## config.mk

```make
export PLATFORM = sky130hd
export DESIGN_NAME = fetch_top
export DESIGN_NICKNAME = d
export VERILOG_FILES = /design/src/verilog/rv32i_pkg.sv /design/src/verilog/fetch_pkg.sv /design/src/verilog/inst_predecode.sv /design/src/verilog/fetch_pc.sv /design/src/verilog/imem_apb.sv /design/src/verilog/fetch_ctrl.sv /design/src/verilog/fetch_top.sv
export SDC_FILE = /design/constraint.sdc
export NUM_CORES = 1
export LEC_CHECK = 0
export ABC_AREA = 1
export ABC_CLOCK_PERIOD_IN_PS = 6800
export BUFFER_PORTS_ARGS = -buffer_cell sky130_fd_sc_hd__buf_2
export CORE_AREA = 2 2 141 102
export DETAILED_ROUTE_END_ITERATION = 10
export DIE_AREA = 0 0 143 104
export PLACE_DENSITY = 0.67
export REMOVE_ABC_BUFFERS = 1
export SETUP_SLACK_MARGIN = 0.4
export SLEW_MARGIN = 20
export SYNTH_ARGS = -nofsm -noshare
export SYNTH_HDL_FRONTEND = slang
export SYNTH_SLANG_ARGS = --single-unit
```

## constraint.sdc

```tcl
create_clock -name clk -period 6.8 [get_ports clk]
set_input_delay 1.02 -clock clk [delete_from_list [all_inputs] [get_ports clk]]
set_output_delay 1.02 -clock clk [all_outputs]
set_load 0.02 [all_outputs]
```

## src/imem.hex

```
// one 32-bit instruction word per line, word index 0 at byte address 0x00
0100006f // 0x00 jal x0, +16
00100293 // 0x04 addi x5, x0, 1
fe628ce3 // 0x08 beq x5, x6, -8
00d00693 // 0x0c addi x13, x0, 13
0ff2c393 // 0x10 xori x7, x5, 0xff
00008067 // 0x14 jalr x0, 0(x1)
0062d663 // 0x18 bge x5, x6, +12
0062e433 // 0x1c or x8, x5, x6
0062f4b3 // 0x20 and x9, x5, x6
01c0006f // 0x24 jal x0, +28
00e00713 // 0x28 addi x14, x0, 14
00f00793 // 0x2c addi x15, x0, 15
fc0008e3 // 0x30 beq x0, x0, -48
00001837 // 0x34 lui x16, 0x1
0140006f // 0x38 jal x0, +20
fff00893 // 0x3c addi x17, x0, -1
00229513 // 0x40 slli x10, x5, 2
abcde5b7 // 0x44 lui x11, 0xabcde
fe62e8e3 // 0x48 bltu x5, x6, -16
00001617 // 0x4c auipc x12, 0x1
0100006f // 0x50 jal x0, +16
004100e7 // 0x54 jalr x1, 4(x2)
fe209ce3 // 0x58 bne x1, x2, -8
0220c063 // 0x5c blt x1, x2, +32
00500093 // 0x60 addi x1, x0, 5
00300113 // 0x64 addi x2, x0, 3
002081b3 // 0x68 add x3, x1, x2
00209463 // 0x6c bne x1, x2, +8
40208233 // 0x70 sub x4, x1, x2
f91ff0ef // 0x74 jal x1, -112
7ff00913 // 0x78 addi x18, x0, 2047
00000013 // 0x7c nop

```

## src/verilog/rv32i_pkg.sv

```systemverilog
`default_nettype none

package rv32i_pkg;

    typedef logic [31:0] rv32i_word;

    // base opcodes of the 32-bit encoding
    typedef enum logic [6:0]
    {
        op_lui   = 7'b0110111,
        op_auipc = 7'b0010111,
        op_jal   = 7'b1101111,
        op_jalr  = 7'b1100111,
        op_br    = 7'b1100011,
        op_load  = 7'b0000011,
        op_store = 7'b0100011,
        op_imm   = 7'b0010011,
        op_reg   = 7'b0110011,
        op_csr   = 7'b1110011
    } rv32i_opcode;

    // ------------------------------------------------------------------------
    // instruction formats seen by the predecoder
    // ------------------------------------------------------------------------

    typedef struct packed
    {
        logic        imm20;
        logic [9:0]  imm10_1;
        logic        imm11;
        logic [7:0]  imm19_12;
        logic [4:0]  rd;
        rv32i_opcode opcode;
    } j_fmt_t;

    typedef struct packed
    {
        logic        imm12;
        logic [5:0]  imm10_5;
        logic [4:0]  rs2;
        logic [4:0]  rs1;
        logic [2:0]  funct3;
        logic [3:0]  imm4_1;
        logic        imm11;
        rv32i_opcode opcode;
    } b_fmt_t;

    // one fetched word read as either the jump or the branch layout
    typedef union packed
    {
        j_fmt_t j;
        b_fmt_t b;
    } rv32i_inst_u;

endpackage

`default_nettype wire

```

## src/verilog/fetch_pkg.sv

```systemverilog
`default_nettype none

package fetch_pkg;

    // ------------------------------------------------------------------------
    // sizes and start address
    // ------------------------------------------------------------------------

    localparam rv32i_pkg::rv32i_word RESET_PC = 32'h0000_0060;

    localparam int IMEM_WORDS = 32;
    localparam int IMEM_AW = 5; // log2 of IMEM_WORDS
    localparam int IMEM_WAIT = 2; // stalled access cycles before pready
    localparam int IMEM_WAIT_W = $clog2(IMEM_WAIT + 1);

    typedef logic [IMEM_WAIT_W-1:0] wait_cnt_t;

    // ------------------------------------------------------------------------
    // stage interfaces
    // ------------------------------------------------------------------------

    // handed to the instruction queue
    typedef struct packed
    {
        rv32i_pkg::rv32i_word pc;
        rv32i_pkg::rv32i_word inst;
        rv32i_pkg::rv32i_word pc_next;
        logic                 br_pred;
    } fetch_bundle_t;

    // corrected pc from the back end
    typedef struct packed
    {
        logic                 valid;
        rv32i_pkg::rv32i_word pc;
    } redirect_t;

    typedef struct packed
    {
        logic        psel;
        logic        penable;
        logic        pwrite;
        logic [31:0] paddr;
    } apb_req_t;

    typedef struct packed
    {
        logic [31:0] prdata;
        logic        pready;
        logic        pslverr;
    } apb_rsp_t;

endpackage

`default_nettype wire

```

## src/verilog/inst_predecode.sv

```systemverilog
`timescale 1ns/1ns
`default_nettype none

module inst_predecode
(
    input  wire rv32i_pkg::rv32i_word pc_i,
    input  wire rv32i_pkg::rv32i_word inst_i,
    output rv32i_pkg::rv32i_word      pc_next_o,
    output logic                      br_pred_o
);

    rv32i_pkg::rv32i_inst_u inst_u;
    rv32i_pkg::rv32i_word   j_imm;
    rv32i_pkg::rv32i_word   b_imm;
    logic is_jal;
    logic is_br;

    assign inst_u = inst_i;

    // ------------------------------------------------------------------------
    // sign extended immediates with bit 0 forced low
    // ------------------------------------------------------------------------

    assign j_imm = {{12{inst_u.j.imm20}}, inst_u.j.imm19_12, inst_u.j.imm11,
                    inst_u.j.imm10_1, 1'b0};
    assign b_imm = {{20{inst_u.b.imm12}}, inst_u.b.imm11, inst_u.b.imm10_5,
                    inst_u.b.imm4_1, 1'b0};

    assign is_jal = (inst_u.j.opcode == rv32i_pkg::op_jal);
    assign is_br  = (inst_u.b.opcode == rv32i_pkg::op_br);

    // backward branches are assumed to be loops and predicted taken
    always_comb
    begin
        if (is_jal)
        begin
            pc_next_o = pc_i + j_imm;
            br_pred_o = 1'b1;
        end
        else if (is_br && b_imm[31])
        begin
            pc_next_o = pc_i + b_imm;
            br_pred_o = 1'b1;
        end
        else
        begin
            pc_next_o = pc_i + 32'd4; // jalr target is unknown here
            br_pred_o = 1'b0;
        end
    end

endmodule

`default_nettype wire

```

## src/verilog/fetch_pc.sv

```systemverilog
`timescale 1ns/1ns
`default_nettype none

module fetch_pc
(
    input  wire logic                 clk,
    input  wire logic                 rst,
    input  wire logic                 advance_i,
    input  wire rv32i_pkg::rv32i_word pc_next_i,
    input  wire fetch_pkg::redirect_t redirect_i,
    output rv32i_pkg::rv32i_word      pc_o
);

    // ------------------------------------------------------------------------
    // pc register
    // ------------------------------------------------------------------------

    // the back end correction wins over our own prediction
    always_ff @(posedge clk)
    begin
        if (rst)
        begin
            pc_o <= fetch_pkg::RESET_PC;
        end
        else if (redirect_i.valid)
        begin
            pc_o <= redirect_i.pc;
        end
        else if (advance_i)
        begin
            pc_o <= pc_next_i; // predicted target of the bundle just accepted
        end
    end

endmodule

`default_nettype wire

```

## src/verilog/imem_apb.sv

```systemverilog
`timescale 1ns/1ns
`default_nettype none

module imem_apb
(
    input  wire logic                clk,
    input  wire logic                rst,
    input  wire fetch_pkg::apb_req_t apb_req_i,
    output fetch_pkg::apb_rsp_t      apb_rsp_o
);

    rv32i_pkg::rv32i_word rom [fetch_pkg::IMEM_WORDS];

    logic [fetch_pkg::IMEM_AW-1:0] idx;
    fetch_pkg::wait_cnt_t wait_cnt;
    logic access;
    logic ready;

    initial
    begin
        $readmemh("/design/src/imem.hex", rom);
    end

    assign idx = apb_req_i.paddr[fetch_pkg::IMEM_AW+1:2]; // upper bits wrap

    // ------------------------------------------------------------------------
    // wait states counted from the first penable cycle
    // ------------------------------------------------------------------------

    assign access = apb_req_i.psel && apb_req_i.penable && !apb_req_i.pwrite;
    assign ready  = access && (wait_cnt == fetch_pkg::wait_cnt_t'(fetch_pkg::IMEM_WAIT));

    always_ff @(posedge clk)
    begin
        if (rst)
            wait_cnt <= '0;
        else if (access && !ready)
            wait_cnt <= wait_cnt + 1'b1;
        else
            wait_cnt <= '0;
    end

    always_comb
    begin
        apb_rsp_o.pready  = ready;
        apb_rsp_o.prdata  = ready ? rom[idx] : '0;
        apb_rsp_o.pslverr = 1'b0; // every address maps somewhere
    end

endmodule

`default_nettype wire

```

## src/verilog/fetch_ctrl.sv

```systemverilog
`timescale 1ns/1ns
`default_nettype none

module fetch_ctrl
(
    input  wire logic                     clk,
    input  wire logic                     rst,
    input  wire rv32i_pkg::rv32i_word     pc_i,
    input  wire rv32i_pkg::rv32i_word     pc_next_i,
    input  wire logic                     br_pred_i,
    input  wire fetch_pkg::apb_rsp_t      apb_rsp_i,
    input  wire fetch_pkg::redirect_t     redirect_i,
    input  wire logic                     bundle_ready_i,
    output fetch_pkg::apb_req_t           apb_req_o,
    output logic                          advance_o,
    output fetch_pkg::fetch_bundle_t      bundle_o,
    output logic                          bundle_valid_o
);

    typedef enum logic [1:0]
    {
        IDLE,
        SETUP,
        ACCESS,
        OUT
    } state_t;

    state_t state, state_nx;
    logic discard; // a redirect hit this transfer, so its word is dropped
    rv32i_pkg::rv32i_word addr_q; // held for the whole transfer even if pc moves

    always_comb
    begin
        state_nx = state;
        case (state)
            IDLE:   state_nx = SETUP;
            SETUP:  state_nx = ACCESS;
            ACCESS:
            begin
                if (apb_rsp_i.pready)
                    state_nx = (discard || redirect_i.valid) ? IDLE : OUT;
            end
            OUT:
            begin
                if (redirect_i.valid || bundle_ready_i)
                    state_nx = IDLE;
            end
            default: state_nx = IDLE;
        endcase
    end

    always_ff @(posedge clk)
    begin
        if (rst)
        begin
            state   <= IDLE;
            discard <= 1'b0;
        end
        else
        begin
            state <= state_nx;
            if (state == IDLE)
                discard <= 1'b0;
            else if (redirect_i.valid && (state == SETUP || state == ACCESS))
                discard <= 1'b1;
        end
    end

    // transfer address and the captured fetch bundle
    always_ff @(posedge clk)
    begin
        if (state == IDLE)
            addr_q <= redirect_i.valid ? redirect_i.pc : pc_i; // pc loads this same edge
        if (state == ACCESS && apb_rsp_i.pready)
        begin
            bundle_o.pc      <= addr_q;
            bundle_o.inst    <= apb_rsp_i.prdata;
            bundle_o.pc_next <= pc_next_i;
            bundle_o.br_pred <= br_pred_i;
        end
    end

    always_comb
    begin
        apb_req_o.psel    = (state == SETUP) || (state == ACCESS);
        apb_req_o.penable = (state == ACCESS);
        apb_req_o.pwrite  = 1'b0; // read only port
        apb_req_o.paddr   = addr_q;
    end

    assign bundle_valid_o = (state == OUT) && !redirect_i.valid;
    assign advance_o      = bundle_valid_o && bundle_ready_i;

endmodule

`default_nettype wire

```

## src/verilog/fetch_top.sv

```systemverilog
`timescale 1ns/1ns
`default_nettype none

module fetch_top
(
    input  wire logic                 clk,
    input  wire logic                 rst,
    input  wire fetch_pkg::redirect_t redirect_i,
    input  wire logic                 bundle_ready_i,
    output fetch_pkg::fetch_bundle_t  bundle_o,
    output logic                      bundle_valid_o
);

    rv32i_pkg::rv32i_word pc;
    rv32i_pkg::rv32i_word pred_pc_next;
    logic                 pred_br;
    logic                 advance;
    fetch_pkg::apb_req_t  apb_req;
    fetch_pkg::apb_rsp_t  apb_rsp;

    fetch_ctrl ctrl_inst
    (
        .clk            (clk),
        .rst            (rst),
        .pc_i           (pc),
        .pc_next_i      (pred_pc_next),
        .br_pred_i      (pred_br),
        .apb_rsp_i      (apb_rsp),
        .redirect_i     (redirect_i),
        .bundle_ready_i (bundle_ready_i),
        .apb_req_o      (apb_req),
        .advance_o      (advance),
        .bundle_o       (bundle_o),
        .bundle_valid_o (bundle_valid_o)
    );

    // advances to the pc_next captured in the bundle
    fetch_pc pc_inst
    (
        .clk        (clk),
        .rst        (rst),
        .advance_i  (advance),
        .pc_next_i  (bundle_o.pc_next),
        .redirect_i (redirect_i),
        .pc_o       (pc)
    );

    inst_predecode predecode_inst
    (
        .pc_i      (pc),
        .inst_i    (apb_rsp.prdata),
        .pc_next_o (pred_pc_next),
        .br_pred_o (pred_br)
    );

    imem_apb imem_inst
    (
        .clk       (clk),
        .rst       (rst),
        .apb_req_i (apb_req),
        .apb_rsp_o (apb_rsp)
    );

endmodule

`default_nettype wire

```

======== Word level (Yosys, flattened, before mapping) ========
Cells that the tools add are included.
word-level totals
  flip-flop bits (word level) ............. 166
  latch bits .............................. 0
  memory bits (writable) .................. 0
  ROM bits ................................ 0
  logic and storage cells ................. 51
  memories kept ........................... 0
cells by class
  add/subtract/negate cells ............... 4
  $mul .................................... 0
  div/mod/pow operators ................... 0
  order comparisons ....................... 0
  equality and inequality tests ........... 8
  shift operators ......................... 0
  mux-type cells .......................... 11
  bitwise logic cells ..................... 1
  reductions and logical operators ........ 18
operators by type and width
  cell                     number
  $mux W32                 6
  $add A32 B32 Y32         2
  $add A32 B3 Y32 const B  1
  $eq A7 B7 Y1 const B     2
  $logic_and A1 B1 Y1      8
  $pmux W2 S4              1
  $eq A2 B2 Y1 const B     3
  $mux W2                  3
  $reduce_or A2 Y1         2
  $logic_or A1 B1 Y1       3
  $add A2 B1 Y2 const B    1
  $eq A2 B1 Y1 const B     1
  $logic_not A1 Y1         2
  $logic_not A2 Y1         1
  $ne A2 B1 Y1 const B     1
  $ne A2 B2 Y1 const B     1
  $reduce_and A2 Y1        1
  $reduce_bool A2 Y1       1
  $mux W1                  1
  $not A1 Y1               1

======== Logic depth before layout (Yosys ltp) ========
Gate-level depths: netlist (run 1).
  depth after elaboration ................. 9
  depth in mapped cells ................... 8
  mapped depth without buffers ............ 8

======== Modules after synthesis ========
A second synthesis (run 1) with hierarchy kept.
unflattened totals
  cell total of the unflattened synthesis .. 1621
  area, all modules ....................... 11517.3 um^2
by module, submodules not included
  module          instances  cells an instance  area each (um^2)
  inst_predecode  1          1063               5059.9
  fetch_ctrl      1          271                4556.9
  fetch_pc        1          241                1555.2
  imem_apb        1          46                 345.3

======== Least setup slack after synthesis (run 1) ========
Ideal clock, no wire load.
  path kind ............................... register to register
  start point ............................. register ctrl_inst.state[0]
  end point ............................... register, netlist name ctrl_inst.bundle_o[10]
  setup time .............................. 487 ps
  arrival time ............................ 3326 ps
  path slack .............................. 2988 ps
  cell stages (with the launch flop) ...... 5
  clock period less this slack ............ 3812 ps
  cells stage by stage .................... dfxtp_1 -> inv_1 -> ha_1 -> nand2_1 -> nor2_1
on the way
  word-level cells in the longest chain between the ends .. 5
  elaborated cells between the ends (all ways) .. 6
  those cells by class .................... 2 x eq/ne; 4 x reduce/logical
ends and longest elaborated chain
  element                                              RTL line                                              RTL
  from (decl)                                          fetch_ctrl.sv:28                                      state_t state, state_nx;
  from (signal assigned)                               fetch_ctrl.sv:61                                      state <= state_nx;
  $eq A2 B1 Y1 / $eq A2 B2 Y1 (equally long branches)  fetch_ctrl.sv:85, fetch_ctrl.sv:74, fetch_ctrl.sv:86
  $logic_or A1 B1 Y1                                   fetch_ctrl.sv:85                                      apb_req_o.psel = (state == SETUP) || (state == ACCESS);
  $logic_and A1 B1 Y1                                  imem_apb.sv:30                                        assign access = apb_req_i.psel && apb_req_i.penable && !apb_req_i.pwrite;
  $logic_and A1 B1 Y1                                  imem_apb.sv:31                                        assign ready = access && (wait_cnt == fetch_pkg::wait_cnt_t'(fetch_pkg::IMEM_WAIT));
  $logic_and A1 B1 Y1 (*)                              fetch_ctrl.sv:74                                      if (state == ACCESS && apb_rsp_i.pready)
Mark *: on every way between the ends. The rest lies on a longest branch, timed or not.
A chain may end at the register's enable or synchronous reset.

======== Final worst setup path (run 1) ========
  start point ............................. input port redirect_i[32] (netlist bit)
  end point ............................... register pc_inst.pc_o[24]
on the way
  word-level cells in the longest chain between the ends .. 4
  elaborated cells between the ends (all ways) .. 5
  those cells by class .................... 1 x mux; 4 x reduce/logical
ends and longest elaborated chain
  element                              RTL line          RTL
  from (decl)                          fetch_top.sv:8    input wire fetch_pkg::redirect_t redirect_i,
  $logic_not A1 Y1                     fetch_ctrl.sv:91  assign bundle_valid_o = (state == OUT) && !redirect_i.valid;
  $logic_and A1 B1 Y1                  fetch_ctrl.sv:91
  $logic_and A1 B1 Y1                  fetch_ctrl.sv:92  assign advance_o = bundle_valid_o && bundle_ready_i;
  $reduce_bool A2 Y1 (no source line)  --
  to (signal assigned)                 fetch_pc.sv:23    pc_o <= fetch_pkg::RESET_PC;
  to (signal assigned)                 fetch_pc.sv:27    pc_o <= redirect_i.pc;
  to (signal assigned)                 fetch_pc.sv:31    pc_o <= pc_next_i;
  to (decl)                            fetch_pc.sv:11    output rv32i_pkg::rv32i_word pc_o
Parallel ways exist; a longest one is shown, timed or not.

==> flow_summary_export.csv, run 1 <==
group,metric,value,unit
hold_path,min_path_type,"reg -> reg",
worst_setup_path,crit_buf_inv,4,
yosys,yosys.area.top_type,"edfxtp_1",
power_and_ir_drop,switchingPower,0.579,mW
clock_network,clk_latency,0.42,ns
run,maxCapViolCount,0,
routing,first_pass_iters,5,
yosys,syn_inst,610,
clock_network,path_clk_slew,0.06,ns
global_routing,antenna_found_initial,0,
sta,rsz0062_at_grt,"false",
yosys,ys_top_cells_by_area,"edfxtp_1 48%, dfxtp_1 12%, nand2_1 12%",
worst_setup_path,cp.required,7.14,ns
final_layout,syn2layout_area_growth,18.4,%
hold_path,min_to,"ctrl_inst.bundle_o[73]",
clock_network,cts_max_level,4,
clock_network,cts-resized-gates,0,
power_and_ir_drop,netSwitchingFraction,26.5,%
clock_network,cts_tree,"built",
worst_setup_path,reg2reg_depth,6,
die,std_cell_rows,36,
worst_setup_path,critical_path_class,"in -> reg",
sta,finalCriticalPeriod,3.51,ns
sta,max_slew.worst_pin.slew,0.922,ns
hold_path,min-delay-start,"ctrl_inst.addr_q[8]",
power_and_ir_drop,p_seq_share,50.2,%
yosys,synth.distinct_cells,27,
sta,hold_viol,0,
clock_network,cts_sinks,133,
routing,met3_length,1060,microns
routing,routedWlPerCell,14.4,microns
sta,setup_viol,0,
worst_setup_path,crit_top_cell,"inv_2",
die,coreArea,0.0136,sq mm
final_layout,final_core_utilization,52.1,%
power_and_ir_drop,pwr-share-comb,11.2,%
final_layout,drive_gt1_share,21.0,%
outcome,status,"finished, final reports clean",
sta,period_share,51.6,%
place,dp_hpwl,8960,microns
yosys,async_reset_ff_share,0,%
yosys,yosysSeqAreaShare,60.7,%
routing,wl_met1,6500,microns
routing,totalWireLength,13200,microns
global_routing,grt_max_degree,65,
die,initial_core_util,44.0,%
final_layout,diodes,0,
worst_setup_path,arrival,3.84,ns
global_routing,grt.total_usage,18.3,%
clock_network,cts_setup_buffers,0,
sta,hold-worst-slack,0.414,ns
global_routing,overflow,0,
final_layout,nets,754,
worst_setup_path,r2r_end,"pc_inst.pc_o[24]",
worst_setup_path,crit_family,"buffers and inverters",
worst_setup_path,crit_path_max_incr_delay,0.76,ns
power_and_ir_drop,power_density,309,mW/mm^2
worst_setup_path,slowest_stage,"nand2_1",
routing,route.met2.wl,5520,microns
place,io_buffers,100,
worst_setup_path,reg2reg_slack,4.50,ns
routing,drc_errors,0,
die,dieArea,0.0149,sq mm
die,io_pins,134,
hold_path,whs_path_depth,0,
yosys,synth_top_area_share,48.3,%
global_routing,grt_pass1_wl,21000,microns
clock_network,cts.hold.buffers_added,0,
worst_setup_path,crit_fanout,56,
clock_network,numCtsBuffers,17,
power_and_ir_drop,total_leakage_power,3.02,nW
clock_network,root_buffer,"clkbuf_16",
final_layout,fillers,1235,
yosys,yosys_register_bits,133,
yosys,synth_area,0.00597,sq mm
yosys,synth_area_per_cell,9.78,sq um
worst_setup_path,setup.worst_path.end_class,"flip-flop",
routing,via_per_inst,4.74,
yosys,ys.flop_type,"edfxtp_1",
routing,drtIter0Drc,320,
sta,timing.fmax,0.285,GHz
clock_network,clockBufferDepth,2,
routing,ant_nets,0,
die,dieHeight,104,microns
sta,finClkSkew,0.00722,ns
worst_setup_path,rr_startpoint,"ctrl_inst.state[1]",
worst_setup_path,start_kind,"primary input",
place,gp_congestion,0.905,
die,die_w,143,microns
routing,vias,4338,
power_and_ir_drop,ir_drop,0.206,mV
sta,slew_headroom,38.4,%
routing,top_layer,"met4",
power_and_ir_drop,p_clk_share,38.6,%
worst_setup_path,crit_chain,"buf_2, buf_4, inv_2, nand2_1, inv_2, o21ai_0, a21oi_1",
final_layout,multi_input_area,0.00200,sq mm
final_layout,regArea,0.00362,sq mm
global_routing,grt_pass1_vias,4098,
yosys,synth_edf_count,96,
sta,fin_tns_setup,0,ns
power_and_ir_drop,p_int,1.61,mW
yosys,ys.warnings.count,0,
sta,maxSlewViolCount,0,
## worst max path at each step
stage                     cells after the start                endpoint          startpoint  slack (ns)
final                                         7        pc_inst.pc_o[24]      redirect_i[32]        3.29
after global routing                          7        pc_inst.pc_o[25]      redirect_i[32]        2.86
after CTS                                     7        pc_inst.pc_o[25]      redirect_i[32]        3.26
after detailed placement                      7        pc_inst.pc_o[25]      redirect_i[32]        2.86
after global placement                        7        pc_inst.pc_o[24]      redirect_i[32]        3.03
after floorplan                               4  ctrl_inst.bundle_o[10]  ctrl_inst.state[0]        2.99
## state kept, by name, indices dropped and copies added (netlist names)
register            flops
ctrl_inst.discard       1
imem_inst.wait_cnt      2
pc_inst.pc_o           32
ctrl_inst.bundle_o     64
ctrl_inst.addr_q       32
ctrl_inst.state         2
## cells in the mapped netlist (2+ instances only)
| cell | n |
|---|---|
| nand2_1 | 195 |
| edfxtp_1 | 96 |
| o21ai_0 | 52 |
| nor2_1 | 48 |
| dfxtp_1 | 37 |
| inv_1 | 34 |
| buf_4 | 33 |
| nand3_1 | 29 |
| a21oi_1 | 18 |
| xor2_1 | 14 |
| buf_2 | 11 |
| clkbuf_1 | 8 |
| ha_1 | 6 |
| nor2_4 | 6 |
| and2_1 | 3 |
| nor2_8 | 3 |
| nor3_1 | 3 |
| inv_2 | 2 |
| nand2_2 | 2 |
| nand2_4 | 2 |
| nor2_2 | 2 |
## through the flow
step / setup slack [ns] / std cells / instance area [sq um] / total power, mW
after global placement: 3.03 / 883 / 6520 / 1.34
final: 3.29 / 915 / 7060 / 2.19
after detailed placement: 2.86 / 883 / 6520 / 1.35
after floorplan: 2.99 / 590 / 5750 / 1.26
after CTS: 3.26 / 915 / 7060 / 2.20
after global routing: 2.86 / 915 / 7060 / 2.27
## worst register-to-register path: cells and delay by family (launching register included)
| kind | cells | cell delay, ns |
|---|---|---|
| and+or+nand+nor | 2 | 0.73 |
| AOI/OAI and AO/OA | 2 | 0.38 |
| DFF | 1 | 0.38 |
| buffers and inverters | 1 | 0.45 |
| adders and majority gates | 1 | 0.21 |
## layer usage
layer	vias to the layer above	GRT usage (%)
met4	0	5.52
met2	171	26.3
met1	2015	26.5
met3	9	5.71
met5	-	0
li1	2143	-
## area by class of cell
type / instances / share of cell area [%]
well taps: 190 / 3.37
clock inverters: 14 / 1.59
flip-flops and latches: 133 / 51.3
multi-input cells: 421 / 28.3
clock buffers: 18 / 6.08
inverters: 36 / 1.91
repair buffers: 103 / 7.40
## placed cells by master, fill, tap and decap left out, types with 7 or more instances in the layout
cell type and instances:
nor2_4 7, inv_1 34, o21ai_0 52, nand2_1 195, a21oi_1 18, xor2_1 14
edfxtp_1 96, nand3_1 29, conb_1 33, dfxtp_1 37, buf_2 100, nor2_1 47
clkbuf_16 17
## logic make-up after synthesis
| logic type | share of synthesized area, % |
|---|---|
| xor gates and xnor gates | 2.33 |
| buffers and inverters | 7.84 |
| adders and majority gates | 1.26 |
| DFF | 60.7 |
| AOI/OAI and AO/OA | 5.87 |
| other | 0.0629 |
| and+or+nand+nor | 21.9 |
## power groups by stage
| stage | Combinational (mW) | Sequential, mW | Clock, mW |
|---|---|---|---|
| 2_1_floorplan | 0.163 | 1.09 | 0 |
| 6_report | 0.245 | 1.10 | 0.844 |
| 3_3_place_gp | 0.231 | 1.10 | 0 |
| 3_5_place_dp | 0.242 | 1.11 | 0 |
| 4_1_cts | 0.246 | 1.10 | 0.853 |
| 5_1_grt | 0.275 | 1.11 | 0.889 |
Power figures use the tool's default switching activity.
==> run 2: changes to the inputs <==
- ABC_CLOCK_PERIOD_IN_PS: 6800 -> 2900
- PLACE_DENSITY: 0.67 -> 0.7
- clock period: 6.8 -> 2.9 ns (I/O delays scaled with it)
==> flow_summary_export.csv, run 2 (synthesis results as in run 1) <==
group,metric,value,unit
worst_setup_path,cp.required,3.17,ns
worst_setup_path,crit_top_cell,"nand2_1",
die,dieArea,0.0149,sq mm
die,coreArea,0.0136,sq mm
final_layout,nets,757,
final_layout,largest_register_ffs,64,
routing,first_pass_iters,5,
sta,max_slew.worst_pin.slew,0.818,ns
power_and_ir_drop,report.power.total,5.18,mW
final_layout,layout_commonest_cell,"nand2_1",
power_and_ir_drop,power_density,729,mW/mm^2
power_and_ir_drop,ir_drop,0.422,mV
die,io_pins,134,
sta,period_share,61.5,%
clock_network,cts_max_level,4,
power_and_ir_drop,total_leakage_power,3.05,nW
die,std_cell_rows,36,
global_routing,grt_pass1_wl,20800,microns
power_and_ir_drop,p_clk_share,38.8,%
global_routing,grt_pass1_vias,4087,
final_layout,final_cell_mix,"195 x nand2_1, 100 x buf_2, 96 x edfxtp_1",
worst_setup_path,critical_path_class,"reg -> reg",
die,initial_core_util,44.0,%
final_layout,syn2layout_area_growth,19.1,%
power_and_ir_drop,p_seq_share,49.6,%
global_routing,antenna_found_initial,0,
clock_network,clk_latency,0.41,ns
power_and_ir_drop,switchingPower,1.31,mW
routing,vias,4341,
global_routing,overflow,0,
worst_setup_path,arrival,2.06,ns
hold_path,min_path_type,"in -> reg",
worst_setup_path,crit_chain,"ha_1, nand2_1, nand2_1, buf_4, inv_2, o21ai_0, a21oi_1",
die,dieHeight,104,microns
sta,timing.fmax,0.561,GHz
sta,slew_headroom,45.5,%
worst_setup_path,crit_family,"buffers and inverters",
final_layout,drive_gt1_share,20.6,%
global_routing,grt_max_degree,46,
outcome,status,"finished, final reports clean",
sta,finalCriticalPeriod,1.78,ns
place,dp_cells,886,
routing,totalWireLength,13100,microns
final_layout,fillers,1219,
worst_setup_path,slowest_stage,"dfxtp_1",
clock_network,numCtsBuffers,17,
place,gp_congestion,0.881,
clock_network,path_clk_slew,0.06,ns
clock_network,cts_sinks,133,
sta,finClkSkew,0.00660,ns
worst_setup_path,crit_fanout,34,
clock_network,cts_setup_buffers,0,
sta,rsz0062_at_grt,"false",
clock_network,cts.hold.buffers_added,0,
worst_setup_path,crit_buf_inv,2,
place,io_buffers,100,
global_routing,grt.total_usage,18.2,%
clock_network,cts_tree,"built",
routing,via_per_inst,4.73,
place,place_area,0.00656,sq mm
sta,setup_viol,0,
final_layout,layoutNonFillerInstCount,918,
die,die_w,143,microns
routing,ant_nets,0,
clock_network,clockBufferDepth,2,
run,maxCapViolCount,0,
final_layout,diodes,0,
sta,maxSlewViolCount,0,
final_layout,fin_area,0.00711,sq mm
routing,drtIter0Drc,309,
worst_setup_path,start_kind,"flip-flop",
clock_network,cts-resized-gates,0,
final_layout,reg.largest.list,"ctrl_inst.bundle_o x64, ctrl_inst.addr_q x32, pc_inst.pc_o x32",
sta,hold_viol,0,
power_and_ir_drop,netSwitchingFraction,25.3,%
final_layout,largest-register,"ctrl_inst.bundle_o",
clock_network,root_buffer,"clkbuf_16",
routing,drc_errors,0,
power_and_ir_drop,pwr-share-comb,11.6,%
worst_setup_path,crit_path_max_incr_delay,0.38,ns
place,dp_hpwl,9290,microns
sta,hold-worst-slack,0.324,ns
routing,routedWlPerCell,14.3,microns
power_and_ir_drop,p_int,3.87,mW
worst_setup_path,setup.worst_path.end_class,"flip-flop",
[run 2: cell count changes in the layout (fill, tap and decap cells not counted)]
| cell | change |
|---|---|
| clkinv_2 | -2 |
| inv_6 | -1 |
| clkinvlp_4 | -3 |
| buf_12 | +1 |
| clkbuf_1 | +1 |
| clkinv_1 | +4 |
| buf_4 | +2 |
| bufinv_16 | +1 |
[run 2: final timing paths]
check	slack, ns	start	cells after the start	endpoint
setup / recovery	1.12	ctrl_inst.state[1]	7	pc_inst.pc_o[22]
hold / removal	0.32	redirect_i[4]	3	ctrl_inst.addr_q[4]
setup reg to reg	1.12	ctrl_inst.state[1]	7	pc_inst.pc_o[22]
hold reg to reg	0.41	ctrl_inst.addr_q[25]	0	ctrl_inst.bundle_o[90]
[run 2: layout make-up]
class	instances	area, sq um	share of cell area [%]
Sequential cell	133	3620	51.0
Multi-Input combinational cell	421	2000	28.2
Timing Repair Buffer	106	558	7.85
Clock buffer	19	433	6.09
Tap cell	190	238	3.35
Inverter	36	135	1.90
Clock inverter	13	116	1.64
[run 2: routing by layer]
metal	wire, microns	up-vias	track usage [%]
met5	0	-	0
li1	-	2147	-
met2	5640	176	26.6
met4	142	0	6.79
met3	1030	16	5.11
met1	6290	2002	25.8
[run 2: per-stage QoR]
step | setup TNS [ns] | utilization (%) | worst slack [ns]
final | 0 | 52.4 | 1.12
after global placement | 0 | 48.4 | 0.964
after CTS | 0 | 52.4 | 1.12
after floorplan | -58.38 | - | -0.912
after global routing | 0 | 52.4 | 0.959
after detailed placement | 0 | 48.4 | 0.897
[run 2: power groups by stage]
| stage | clock network (mW) | logic [mW] | registers, mW |
|---|---|---|---|
| floorplan | 0 | 0.383 | 2.57 |
| global placement | 0 | 0.576 | 2.59 |
| detailed placement | 0 | 0.600 | 2.61 |
| CTS | 2.04 | 0.608 | 2.57 |
| global route | 2.13 | 0.672 | 2.60 |
| finish | 2.01 | 0.602 | 2.57 |
[run 2: worst register-to-register path, delay by kind of cell, from the launching register on]
kind            cells  cell delay, ns
fa+ha+maj           1            0.23
buf+inv             2            0.57
compound gates      2            0.35
flops               1            0.38
simple gates        2            0.12
==> run 3: changes to the inputs <==
- ABC_AREA: 1 -> 0
- ABC_CLOCK_PERIOD_IN_PS: 2900 -> 1700
- CORE_AREA: 2 2 141 102 -> 2 2 139 101
- DIE_AREA: 0 0 143 104 -> 0 0 141 103
- PLACE_DENSITY: 0.7 -> 0.68
- clock period: 2.9 -> 1.7 ns (I/O delays scaled with it)
==> flow_summary_export.csv, run 3 <==
group,metric,value,unit
outcome,status,"finished, final reports clean",
routing,vias,4220,
routing,drc_errors,0,
yosys,synth_xor_area_share,4.21,%
routing,totalWireLength,15700,microns
yosys,synth_adder_area_share,1.29,%
final_layout,drive_gt1_share,53.0,%
yosys,ys.warnings.count,0,
clock_network,cts_max_level,4,
yosys,yosys.area_share.simple,11.1,%
worst_setup_path,start_kind,"flip-flop",
yosys,synth_area,0.00583,sq mm
worst_setup_path,critical_path_class,"reg -> reg",
global_routing,grt_max_degree,37,
clock_network,path_clk_slew,0.06,ns
routing,via_per_inst,5.29,
sta,finClkSkew,0.0107,ns
clock_network,numCtsBuffers,17,
clock_network,clk_latency,0.41,ns
final_layout,fin_area,0.00853,sq mm
die,dieHeight,103,microns
global_routing,overflow,0,
place,dp_cells,718,
yosys,yosys.area.top_type,"edfxtp_1",
yosys,synth_mux_area_share,8.93,%
yosys,synthTopCellsByCount,"96 x edfxtp_1, 39 x nor2_1, 37 x dfxtp_1",
sta,finalCriticalPeriod,1.58,ns
yosys,ys_top_cells_by_area,"edfxtp_1 49%, dfxtp_1 13%, mux2_2 4.6%",
final_layout,largest_register_ffs,64,
worst_setup_path,reg2reg_slack,0.12,ns
sta,hold-worst-slack,0.159,ns
final_layout,syn2layout_area_growth,46.5,%
routing,drtIter0Drc,302,
sta,hold_viol,0,
die,dieArea,0.0145,sq mm
sta,period_share,92.8,%
die,initial_core_util,43.5,%
clock_network,cts_tree,"built",
place,place_area,0.00661,sq mm
global_routing,antenna_found_initial,0,
sta,max_slew.worst_pin.slew,0.706,ns
routing,routedWlPerCell,19.7,microns
place,gp_congestion,0.795,
hold_path,min_path_type,"in -> reg",
yosys,ys.flop_type,"edfxtp_1",
power_and_ir_drop,power_density,1160,mW/mm^2
place,io_buffers,100,
routing,first_pass_iters,4,
clock_network,root_buffer,"clkbuf_16",
global_routing,grt_pass1_vias,3963,
worst_setup_path,arrival,1.73,ns
sta,timing.fmax,0.634,GHz
clock_network,clockBufferDepth,2,
sta,rsz0062_at_grt,"true",
yosys,syn_inst,440,
worst_setup_path,crit_fanout,6,
yosys,yosys_register_bits,133,
final_layout,diodes,0,
yosys,yosysSeqAreaShare,62.2,%
yosys,yosysMostFrequentCell,"edfxtp_1",
die,std_cell_rows,36,
yosys,synth_top_area_share,49.5,%
routing,ant_nets,0,
yosys,synth_area_per_cell,13.2,sq um
die,io_pins,134,
sta,slew_headroom,52.9,%
run,maxCapViolCount,0,
power_and_ir_drop,report.power.total,9.86,mW
worst_setup_path,startpoint,"pc_inst.pc_o[21]",
power_and_ir_drop,ir_drop,0.734,mV
clock_network,cts_sinks,133,
yosys,synth_compound_area_share,5.63,%
yosys,synth_edf_count,96,
yosys,synth.distinct_cells,34,
global_routing,grt_pass1_wl,21500,microns
final_layout,nets,656,
sta,setup_viol,0,
power_and_ir_drop,total_leakage_power,3.55,nW
yosys,async_reset_ff_share,0,%
final_layout,layout_commonest_cell,"edfxtp_1",
final_layout,largest-register,"ctrl_inst.bundle_o",
worst_setup_path,endpoint,"ctrl_inst.bundle_o[28]",
final_layout,layoutNonFillerInstCount,798,
worst_setup_path,r2r_end,"ctrl_inst.bundle_o[28]",
worst_setup_path,cp.required,1.85,ns
worst_setup_path,rr_startpoint,"pc_inst.pc_o[21]",
sta,maxSlewViolCount,0,
global_routing,grt.total_usage,19.8,%
worst_setup_path,setup.worst_path.end_class,"flip-flop",
clock_network,cts.hold.buffers_added,0,
die,coreArea,0.0134,sq mm
place,dp_hpwl,8180,microns
final_layout,final_cell_mix,"96 x edfxtp_1, 95 x buf_2, 33 x conb_1",
final_layout,reg.largest.list,"ctrl_inst.bundle_o x64, ctrl_inst.addr_q x32, pc_inst.pc_o x32",
yosys,synth_top_family_by_area,"simple AND/OR/NAND/NOR gates",
die,die_w,141,microns
worst_setup_path,reg2reg_depth,3,
[run 3: worst min-delay path by stage]
stage                               start  cells past startpoint                     end
detailed placement    ctrl_inst.addr_q[1]                      0  ctrl_inst.bundle_o[66]
global placement    imem_inst.wait_cnt[0]                      1   imem_inst.wait_cnt[0]
floorplan                             rst                      1      ctrl_inst.state[1]
global route               redirect_i[26]                      2    ctrl_inst.addr_q[26]
CTS                         redirect_i[2]                      3         pc_inst.pc_o[2]
finish                      redirect_i[6]                      3     ctrl_inst.addr_q[6]
[run 3: power by group]
part / total, mW / leakage, nW / switching [mW] / internal [mW]
clock: 3.62 / 0.285 / 1.31 / 2.31
combinational: 1.81 / 2.05 / 1.00 / 0.804
sequential: 4.43 / 1.22 / 0.231 / 4.20
total: 9.86 / 3.55 / 2.54 / 7.32
[run 3: worst max-delay path, stage by stage (launching register included)]
cell and delay, ns:
dfxtp_1 0.59, nand4_4 0.28, nor4_4 0.34, xor2_1 0.11
[run 3: cells by family after synthesis]
family,count (synthesis)
and+or+nand+nor,111
xor gates and xnor gates,28
other,1
adders and majority gates,6
DFF,133
muxes,49
buffers and inverters,65
AOI/OAI and AO/OA,47
[run 3: timing repair]
action                                  in CTS  in global routing
endpoints found under the setup margin     119                153
pin swaps                                   24                 15
resized for setup                          111                 68
gates cloned                                 8                  8
buffers inserted                            25                  7
[run 3: layer usage]
layer	up-vias	global-route usage (%)	routed length (microns)
met5	-	0	0
met4	0	5.23	120
met3	14	5.43	925
met2	163	30.7	7450
met1	2139	27.9	7240
li1	1904	-	-
[run 3: final cells by class]
type	count	area, sq um
inverters	12	47.5
clock buffers	27	503
repair buffers	175	1550
clock inverters	5	75.1
fillers	964	4850
flip-flops and latches	133	3650
well taps	171	214
multi-input cells	275	2490
[run 3: stage by stage]
stage | worst slack (ns) | util [%] | setup TNS (ns)
finish | 0.122 | 63.8 | 0
floorplan | -0.902 | - | -65.29
detailed placement | 0.102 | 49.4 | 0
global placement | 0.188 | 49.4 | 0
global route | 0.0752 | 63.8 | 0
CTS | 0.193 | 59.8 | 0
